==> src/hdl/blit_defs.svh <==
// Blitter width definitions

`ifndef BLIT_DEFS_SVH
`define BLIT_DEFS_SVH

// Byte addresses, offsets, the base and the line pitch all share this width.
// The adder core and the address register are built to it.
`define BLIT_ADDR_W 32

// Width and height of a rectangle, the pixel and line counters, and the
// pixel step in bytes.
// A rectangle is at most 65535 by 65535 pixels.
`define BLIT_CNT_W 16

`endif

==> src/hdl/blit_pkg.sv <==
// Blitter shared types

`include "blit_defs.svh"

package blit_pkg;

	// Byte address or byte offset in the 32-bit space
	typedef logic [`BLIT_ADDR_W-1:0] addr_t;

	// Pixel count along a line or line count down a rectangle
	typedef logic [`BLIT_CNT_W-1:0] count_t;

	// Unsigned distance in bytes between neighbouring pixels of a line
	typedef logic [`BLIT_CNT_W-1:0] step_t;

endpackage

==> src/hdl/fa332.sv <==
// Three-operand adder

`timescale 1ns/1ps

`include "blit_defs.svh"

module fa332 (
	input  logic [`BLIT_ADDR_W-1:0] a,
	input  logic [`BLIT_ADDR_W-1:0] b,
	input  logic [`BLIT_ADDR_W-1:0] c,
	input  logic                    ci0,
	input  logic                    ci1,
	output logic [`BLIT_ADDR_W-1:0] s,
	output logic                    co0,
	output logic                    co1
);

	logic [`BLIT_ADDR_W-1:0] st; // Partial sum of a and b

	// The two carry chains stay separate, so each stage reports its own carry
	assign {co0, st} = a + b + {{(`BLIT_ADDR_W-1){1'b0}}, ci0};
	assign {co1, s} = c + st + {{(`BLIT_ADDR_W-1){1'b0}}, ci1};

endmodule

==> src/hdl/blit_loop_counter.sv <==
// Blitter pixel and line counter

`timescale 1ns/1ps

`include "blit_defs.svh"

module blit_loop_counter (
	input  logic              clk,
	input  logic              reset,
	input  logic              start,
	input  logic              step,
	input  blit_pkg::count_t  width,
	input  blit_pkg::count_t  height,
	output logic              busy,
	output logic              load,
	output logic              advance,
	output logic              line_end,
	output logic              done
);

	logic [`BLIT_CNT_W-1:0] x_cnt; // Pixel index within the current line
	logic [`BLIT_CNT_W-1:0] y_cnt; // Line index within the rectangle
	blit_pkg::count_t w_last; // Index of the last pixel of a line
	blit_pkg::count_t h_last; // Index of the last line
	logic last; // Advance that issues the final pixel

	assign load = start && !busy;
	assign advance = step && busy;
	assign line_end = advance && (x_cnt == w_last);
	assign last = line_end && (y_cnt == h_last);

	// A zero size walks as a size of one
	always_ff @(posedge clk) begin
		if (load) begin
			w_last <= (width == '0) ? '0 : width - 1'b1;
			h_last <= (height == '0) ? '0 : height - 1'b1;
		end
	end

	always_ff @(posedge clk) begin
		if (reset) begin
			busy <= 1'b0;
			done <= 1'b0;
			x_cnt <= '0;
			y_cnt <= '0;
		end else begin
			done <= last; // Lines up with the last addr_valid
			if (load) begin
				busy <= 1'b1;
				x_cnt <= '0;
				y_cnt <= '0;
			end else if (advance) begin
				if (last) begin
					busy <= 1'b0;
				end
				if (line_end) begin
					x_cnt <= '0;
					y_cnt <= y_cnt + 1'b1;
				end else begin
					x_cnt <= x_cnt + 1'b1;
				end
			end
		end
	end

	// A walk only finishes on an accepted step
	done_needs_advance: assert property (
		@(posedge clk) disable iff (reset)
		done |-> $past(advance)
	);

endmodule

==> src/hdl/blit_offset_accum.sv <==
// Blitter offset accumulator

`timescale 1ns/1ps

`include "blit_defs.svh"

module blit_offset_accum (
	input  logic             clk,
	input  logic             reset,
	input  logic             load,
	input  logic             advance,
	input  logic             line_end,
	input  blit_pkg::step_t  x_step,
	input  blit_pkg::addr_t  pitch,
	output blit_pkg::addr_t  x_off,
	output blit_pkg::addr_t  line_off
);

	blit_pkg::addr_t step_r; // Pixel step widened to an address
	blit_pkg::addr_t pitch_r;

	always_ff @(posedge clk) begin
		if (load) begin
			step_r <= {{(`BLIT_ADDR_W-$bits(blit_pkg::step_t)){1'b0}}, x_step};
			pitch_r <= pitch;
		end
	end

	// Offsets always describe the pixel that the next step will issue
	always_ff @(posedge clk) begin
		if (reset) begin
			x_off <= '0;
			line_off <= '0;
		end else if (load) begin
			x_off <= '0;
			line_off <= '0;
		end else if (advance) begin
			if (line_end) begin
				x_off <= '0; // Back to the start of the line
				line_off <= line_off + pitch_r;
			end else begin
				x_off <= x_off + step_r;
			end
		end
	end

	// A gap in step must leave the walk exactly where it was
	offsets_hold: assert property (
		@(posedge clk) disable iff (reset)
		($changed(x_off) || $changed(line_off)) |-> $past(load || advance)
	);

endmodule

==> src/hdl/blit_addr_stage.sv <==
// Blitter address stage

`timescale 1ns/1ps

`include "blit_defs.svh"

module blit_addr_stage (
	input  logic             clk,
	input  logic             reset,
	input  logic             load,
	input  logic             advance,
	input  blit_pkg::addr_t  base,
	input  blit_pkg::addr_t  x_off,
	input  blit_pkg::addr_t  line_off,
	input  logic             x_dir,
	input  logic             y_dir,
	output blit_pkg::addr_t  addr,
	output logic             addr_valid,
	output logic             wrap
);

	blit_pkg::addr_t base_r;
	logic x_dir_r; // High walks pixels towards lower addresses
	logic y_dir_r; // High walks lines towards lower addresses
	blit_pkg::addr_t pix_term;
	blit_pkg::addr_t line_term;
	logic [`BLIT_ADDR_W-1:0] sum;
	logic co0;
	logic co1;
	logic wrap_next;

	always_ff @(posedge clk) begin
		if (load) begin
			base_r <= base;
			x_dir_r <= x_dir;
			y_dir_r <= y_dir;
		end
	end

	// Subtraction is the inverted offset plus a carry of one
	assign pix_term = x_dir_r ? ~x_off : x_off;
	assign line_term = y_dir_r ? ~line_off : line_off;

	fa332 adder_i (
		.a   (base_r),
		.b   (pix_term),
		.c   (line_term),
		.ci0 (x_dir_r),
		.ci1 (y_dir_r),
		.s   (sum),
		.co0 (co0),
		.co1 (co1)
	);

	// A subtracting stage carries out unless it borrowed
	assign wrap_next = (co0 != x_dir_r) || (co1 != y_dir_r);

	always_ff @(posedge clk) begin
		if (advance) begin
			addr <= sum;
		end
	end

	always_ff @(posedge clk) begin
		if (reset) begin
			addr_valid <= 1'b0;
			wrap <= 1'b0;
		end else begin
			addr_valid <= advance;
			if (advance) begin
				wrap <= wrap_next;
			end
		end
	end

	// Configuration must have been loaded before any address goes out
	addr_known: assert property (
		@(posedge clk) disable iff (reset)
		addr_valid |-> !$isunknown(addr)
	);

endmodule

==> src/hdl/blit_addr_gen.sv <==
// Blitter address generator

`timescale 1ns/1ps

`include "blit_defs.svh"

module blit_addr_gen (
	input  logic              clk,
	input  logic              reset,
	input  logic              start,
	input  logic              step,
	input  logic              x_dir,
	input  logic              y_dir,
	input  blit_pkg::addr_t   base,
	input  blit_pkg::addr_t   pitch,
	input  blit_pkg::step_t   x_step,
	input  blit_pkg::count_t  width,
	input  blit_pkg::count_t  height,
	output logic              busy,
	output logic              addr_valid,
	output logic              wrap,
	output logic              done,
	output blit_pkg::addr_t   addr
);

	logic load;
	logic advance;
	logic line_end;
	blit_pkg::addr_t x_off; // Offset of the next pixel within its line
	blit_pkg::addr_t line_off; // Offset of the line holding the next pixel

	blit_loop_counter counter_i (
		.clk      (clk),
		.reset    (reset),
		.start    (start),
		.step     (step),
		.width    (width),
		.height   (height),
		.busy     (busy),
		.load     (load),
		.advance  (advance),
		.line_end (line_end),
		.done     (done)
	);

	blit_offset_accum accum_i (
		.clk      (clk),
		.reset    (reset),
		.load     (load),
		.advance  (advance),
		.line_end (line_end),
		.x_step   (x_step),
		.pitch    (pitch),
		.x_off    (x_off),
		.line_off (line_off)
	);

	// Base and directions are taken at the same load as the sizes
	blit_addr_stage stage_i (
		.clk        (clk),
		.reset      (reset),
		.load       (load),
		.advance    (advance),
		.base       (base),
		.x_off      (x_off),
		.line_off   (line_off),
		.x_dir      (x_dir),
		.y_dir      (y_dir),
		.addr       (addr),
		.addr_valid (addr_valid),
		.wrap       (wrap)
	);

endmodule

==> config.mk <==
export PLATFORM = sky130hd
export DESIGN_NAME = blit_addr_gen
export DESIGN_NICKNAME = d
export VERILOG_FILES = /design/src/hdl/blit_pkg.sv /design/src/hdl/fa332.sv /design/src/hdl/blit_loop_counter.sv /design/src/hdl/blit_offset_accum.sv /design/src/hdl/blit_addr_stage.sv /design/src/hdl/blit_addr_gen.sv
export VERILOG_INCLUDE_DIRS = /design/src /design/src/hdl
export SDC_FILE = /design/constraint.sdc
export NUM_CORES = 1
export LEC_CHECK = 0
export ABC_AREA = 1
export BUFFER_PORTS_ARGS = -buffer_cell sky130_fd_sc_hd__buf_2
export CAP_MARGIN = 20
export CORE_MARGIN = 2
export CORE_UTILIZATION = 31
export DETAILED_ROUTE_END_ITERATION = 7
export PLACE_DENSITY = 0.59
export SETUP_SLACK_MARGIN = 0.1
export SLEW_MARGIN = 0
export SYNTH_ARGS = -nofsm -noshare
export SYNTH_HDL_FRONTEND = slang
export SYNTH_SLANG_ARGS = --single-unit
==> constraint.sdc <==
create_clock -name clk -period 4.1 [get_ports clk]
set_input_delay 0.82 -clock clk [delete_from_list [all_inputs] [get_ports clk]]
set_output_delay 0.82 -clock clk [all_outputs]
set_load 0.05 [all_outputs]
==> results.md <==
| Parameter | Value |
|---|---|
| Result of the run | finished clean |
| Number of instances in the synthesized netlist | 2,403 |
| Yosys synthesis warning count | 0 |
| Transition time at the pin with the least slew margin | 0.8467 ns |
| Post-CTS clock slew at the launch and capture registers of the worst setup and hold paths | 0.06 ns |
| Min Hold Slack | 0.4175 ns |
| Kind of critical path | flip-flop to flip-flop |
| Worst R2R Setup Slack | 0.17 ns |
| Number of endpoints with negative hold slack in the final report | 0 |
| Slowest stage cell, crit path | sky130_fd_sc_hd__edfxtp_1 |
| Final-report max-slew violation count | 0 |
| Drt drc | 0 |
| Flop and latch count out of synthesis | 246 |
| Final global-route overflow total | 0 |
| HPWL after detailed placement | 40,560 um |
| Max-slew headroom at the worst pin | 43.55% |
| Max capacitance violation total | 0 |
| # diodes | 0 |
| Nets | 2,813 |
| Floorplan die area | 0.05888 mm2 |
| Number of port buffers | 153 |
| Setup TNS | 0 ns |
| Worst slack, placed | 0.06919 ns |
| Starting density of the core | 31.31% |
| Final Setup Violations | 0 |
| Ports | 154 |
| CTS Buf Count | 28 |
| Static leakage | 9.376 nW |
| Share of layout cells above drive strength 1 | 12.58% |
| Wire length of the first global-routing pass | 79,050 um |
| Launching element type of the critical path | flip-flop |
| Vias in the first global route | 14,780 |
| Maximum number of pins on one net before global-route repair | 115 |
| HP Class | primary input to flip-flop |
| Post-synthesis instance area | 0.01766 mm2 |
| Distinct cell type count after synthesis | 55 |
| Avg Synthesized Cell Area | 7.347 um2 |
| Net count after synthesis | 2,639 |
| Clock Skews | 0.01903 ns |
| Via density | 4.659 |
| Insertion delay of the later-clocked pin in the worst-skew pair | 0.58 ns |
| CP required | 4.44 ns |
| Length of the first detailed-routing pass in iterations | 6 |
| Worst path max stage delay | 0.46 ns |
| Fmax | 254.7 MHz |
| Max IR drop VDD | 0.2376 mV |
| Overall via count from detail_route | 15,630 |
| Worst path arrival time | 4.27 ns |
| TritonCTS clock tree | built |
| Avg WL per Cell | 15.00 um |
| Area growth, synth to finish | 16.94% |
| Global placer's final weighted congestion | 0.9470 |
| Maximum buffer depth of the clock tree | 3 |
| Cell type with the highest occurrence count on the critical path | sky130_fd_sc_hd__nand2_1 |
| Root Buffer Master | sky130_fd_sc_hd__clkbuf_16 |
| Setup repair after global routing missed its margin | yes |
| Final period utilization | 95.75% |
| Die outline height | 242.7 um |
| Number of cells in the finished layout apart from fillers | 3,355 |
| DP Cell Count | 3,296 |
| Total track usage | 16.71% |
| Main synth FF type | sky130_fd_sc_hd__edfxtp_1 |
| Cell Pwr Density | 373.4 mW/mm2 |
| Count of flip-flops with a built-in enable after synthesis | 146 |
| Antenna Nets Post-Route | 0 |
| Total number of clock tree sinks | 246 |
| Initial antenna violation count | 2 |
| Std-Cell Rows | 87 |
| Quantity of hold-fixing buffers added after cts | 0 |
| Cell Chain, Critical Path | buf_12, xor2_2, ha_1, a21oi_2, inv_1, nor2_1, nand2_1, a21o_1, nand3_1, nand2_1, xor2_1, ha_1, nand2_1, o21bai_1, a21o_1, o21bai_1, xor2_1 |
| Critical path capture point type | flip-flop |
| Asr flop ratio synth | 0% |
| Final Power | 7.710 mW |
| Number of DRC violations after detailed-routing iteration 0 | 997 |
| CTS H-tree depth | 1 |
| Minimum setup slack in the final design | 0.1743 ns |
| Total core area | 0.05639 mm2 |
| Largest fanout on the critical path | 17 |
| Sequential share of the synthesized area | 36.17% |
| Post-layout min period | 3.926 ns |
| Die Span X | 242.7 um |
| Final Routed Wirelength | 50,340 um |
==> critical path: cells and delay by family, from the launching register on <==
| kind | cells | cell delay, ns |
|---|---|---|
| AOI/OAI and AO/OA | 5 | 1.05 |
| xor gates and xnor gates | 3 | 0.67 |
| adders and majority gates | 2 | 0.70 |
| buffers and inverters | 2 | 0.26 |
| DFF | 1 | 0.46 |
| and+or+nand+nor | 5 | 0.53 |
==> flip-flops by register name, summed over array words and instances, names as in the netlist, 16 cells and up <==
register          count
accum_i.line_off     32
accum_i.pitch_r      32
accum_i.x_off        32
stage_i.addr         32
stage_i.base_r       32
accum_i.step_r       16
counter_i.h_last     16
counter_i.w_last     16
counter_i.x_cnt      16
counter_i.y_cnt      16
==> through the flow <==
step | cell area, um2 | util (%)
floorplan | 17660 | -
global placement | 19350 | 34.32
detailed placement | 19350 | 34.32
CTS | 20340 | 36.08
global route | 20650 | 36.62
finish | 20650 | 36.62
==> cells by family (layout without fill, tap and decap cells) <==
| logic type | count (synthesis) | after routing | synth area share [%] |
|---|---|---|---|
| xor+xnor | 183 | 183 | 9.078 |
| simple gates | 1188 | 1188 | 28.67 |
| buf+inv | 337 | 533 | 7.554 |
| flops | 246 | 246 | 36.17 |
| fa+ha+maj | 118 | 118 | 8.532 |
| compound gates | 331 | 331 | 9.999 |
==> synth_stat cells, types with 2 or more instances <==
master / instances / share of area, %
sky130_fd_sc_hd__buf_2: 4 / 0.11
sky130_fd_sc_hd__a21o_1: 11 / 0.47
sky130_fd_sc_hd__nor2_1: 254 / 5.4
sky130_fd_sc_hd__or2_2: 8 / 0.28
sky130_fd_sc_hd__inv_2: 8 / 0.17
sky130_fd_sc_hd__nand2_2: 6 / 0.21
sky130_fd_sc_hd__a31oi_1: 6 / 0.21
sky130_fd_sc_hd__nor3b_1: 7 / 0.30
sky130_fd_sc_hd__fa_1: 4 / 0.45
sky130_fd_sc_hd__o21ai_2: 2 / 0.099
sky130_fd_sc_hd__nor3_1: 42 / 1.2
sky130_fd_sc_hd__and3_1: 2 / 0.071
sky130_fd_sc_hd__buf_4: 2 / 0.085
sky130_fd_sc_hd__edfxtp_1: 146 / 25
sky130_fd_sc_hd__inv_1: 294 / 6.3
sky130_fd_sc_hd__nand4_1: 37 / 1.3
sky130_fd_sc_hd__buf_6: 7 / 0.45
sky130_fd_sc_hd__nand3_1: 125 / 3.5
sky130_fd_sc_hd__clkbuf_1: 13 / 0.28
sky130_fd_sc_hd__xnor2_1: 38 / 1.9
sky130_fd_sc_hd__nand3b_1: 14 / 0.60
sky130_fd_sc_hd__o21bai_1: 14 / 0.60
sky130_fd_sc_hd__or2_1: 2 / 0.071
sky130_fd_sc_hd__o21ai_1: 8 / 0.23
sky130_fd_sc_hd__and2_1: 3 / 0.11
sky130_fd_sc_hd__nor2_4: 2 / 0.13
sky130_fd_sc_hd__nor3b_2: 2 / 0.14
sky130_fd_sc_hd__buf_1: 7 / 0.15
sky130_fd_sc_hd__o21ai_0: 76 / 2.2
sky130_fd_sc_hd__nand2_1: 653 / 14
sky130_fd_sc_hd__a21boi_0: 3 / 0.13
sky130_fd_sc_hd__nor4_1: 15 / 0.53
sky130_fd_sc_hd__a21oi_1: 203 / 5.8
sky130_fd_sc_hd__dfxtp_1: 100 / 11
sky130_fd_sc_hd__ha_1: 114 / 8.1
sky130_fd_sc_hd__xor2_1: 145 / 7.2
sky130_fd_sc_hd__nor2_2: 8 / 0.28
==> power breakdown <==
| group | internal (mW) | leakage [nW] | switching [mW] | total, mW |
|---|---|---|---|---|
| Clock | 1.63 | 0.484 | 1.06 | 2.69 |
| Combinational | 0.698 | 6.70 | 1.44 | 2.14 |
| Sequential | 2.81 | 2.19 | 0.0676 | 2.88 |
| Total | 5.14 | 9.38 | 2.57 | 7.71 |
==> placed cells by master (no fill, tap or decap), types with 70 or more instances in the layout <==
master and instances:
sky130_fd_sc_hd__inv_1 292, sky130_fd_sc_hd__nor2_1 241, sky130_fd_sc_hd__xor2_1 141, sky130_fd_sc_hd__dfxtp_1 100
sky130_fd_sc_hd__nand3_1 122, sky130_fd_sc_hd__edfxtp_1 146, sky130_fd_sc_hd__o21ai_0 70, sky130_fd_sc_hd__nand2_1 644
sky130_fd_sc_hd__a21oi_1 193, sky130_fd_sc_hd__ha_1 107, sky130_fd_sc_hd__buf_2 153
==> what timing repair did <==
item                       CTS  global route
setup endpoints to repair    2            18
buffers inserted             0             6
cloned                       0             1
gates resized for setup      1            67
pin swaps                    0             9
==> routing by layer <==
| metal | part of all wire, % | routed length [um] | GRT usage [%] | up-vias |
|---|---|---|---|---|
| li1 | - | - | - | 8263 |
| met1 | 48 | 24340 | 23.15 | 6958 |
| met2 | 45 | 22420 | 27.48 | 348 |
| met3 | 5.0 | 2518 | 2.322 | 62 |
| met4 | 2.1 | 1064 | 3.970 | 0 |
| met5 | 0 | 0 | 0 | - |
==> path summary, 6_finish.rpt <==
check | start | endpoint | cells past startpoint
worst max-delay path | stage_i.x_dir_r | stage_i.addr[18] | 17
worst min-delay path | pitch[25] | accum_i.pitch_r[25] | 1
worst max register to register | stage_i.x_dir_r | stage_i.addr[18] | 17
worst min register to register | accum_i.line_off[4] | accum_i.line_off[4] | 2
==> layout make-up <==
class                   count  area, um2
multi-input cells        1820      10170
fillers                  6092      35740
clock inverters            21      277.8
inverters                 303       1144
well taps                 756      945.9
clock buffers              31      711.9
flip-flops and latches    246       6386
repair buffers            178       1008
(Power assumes the default switching activity.)
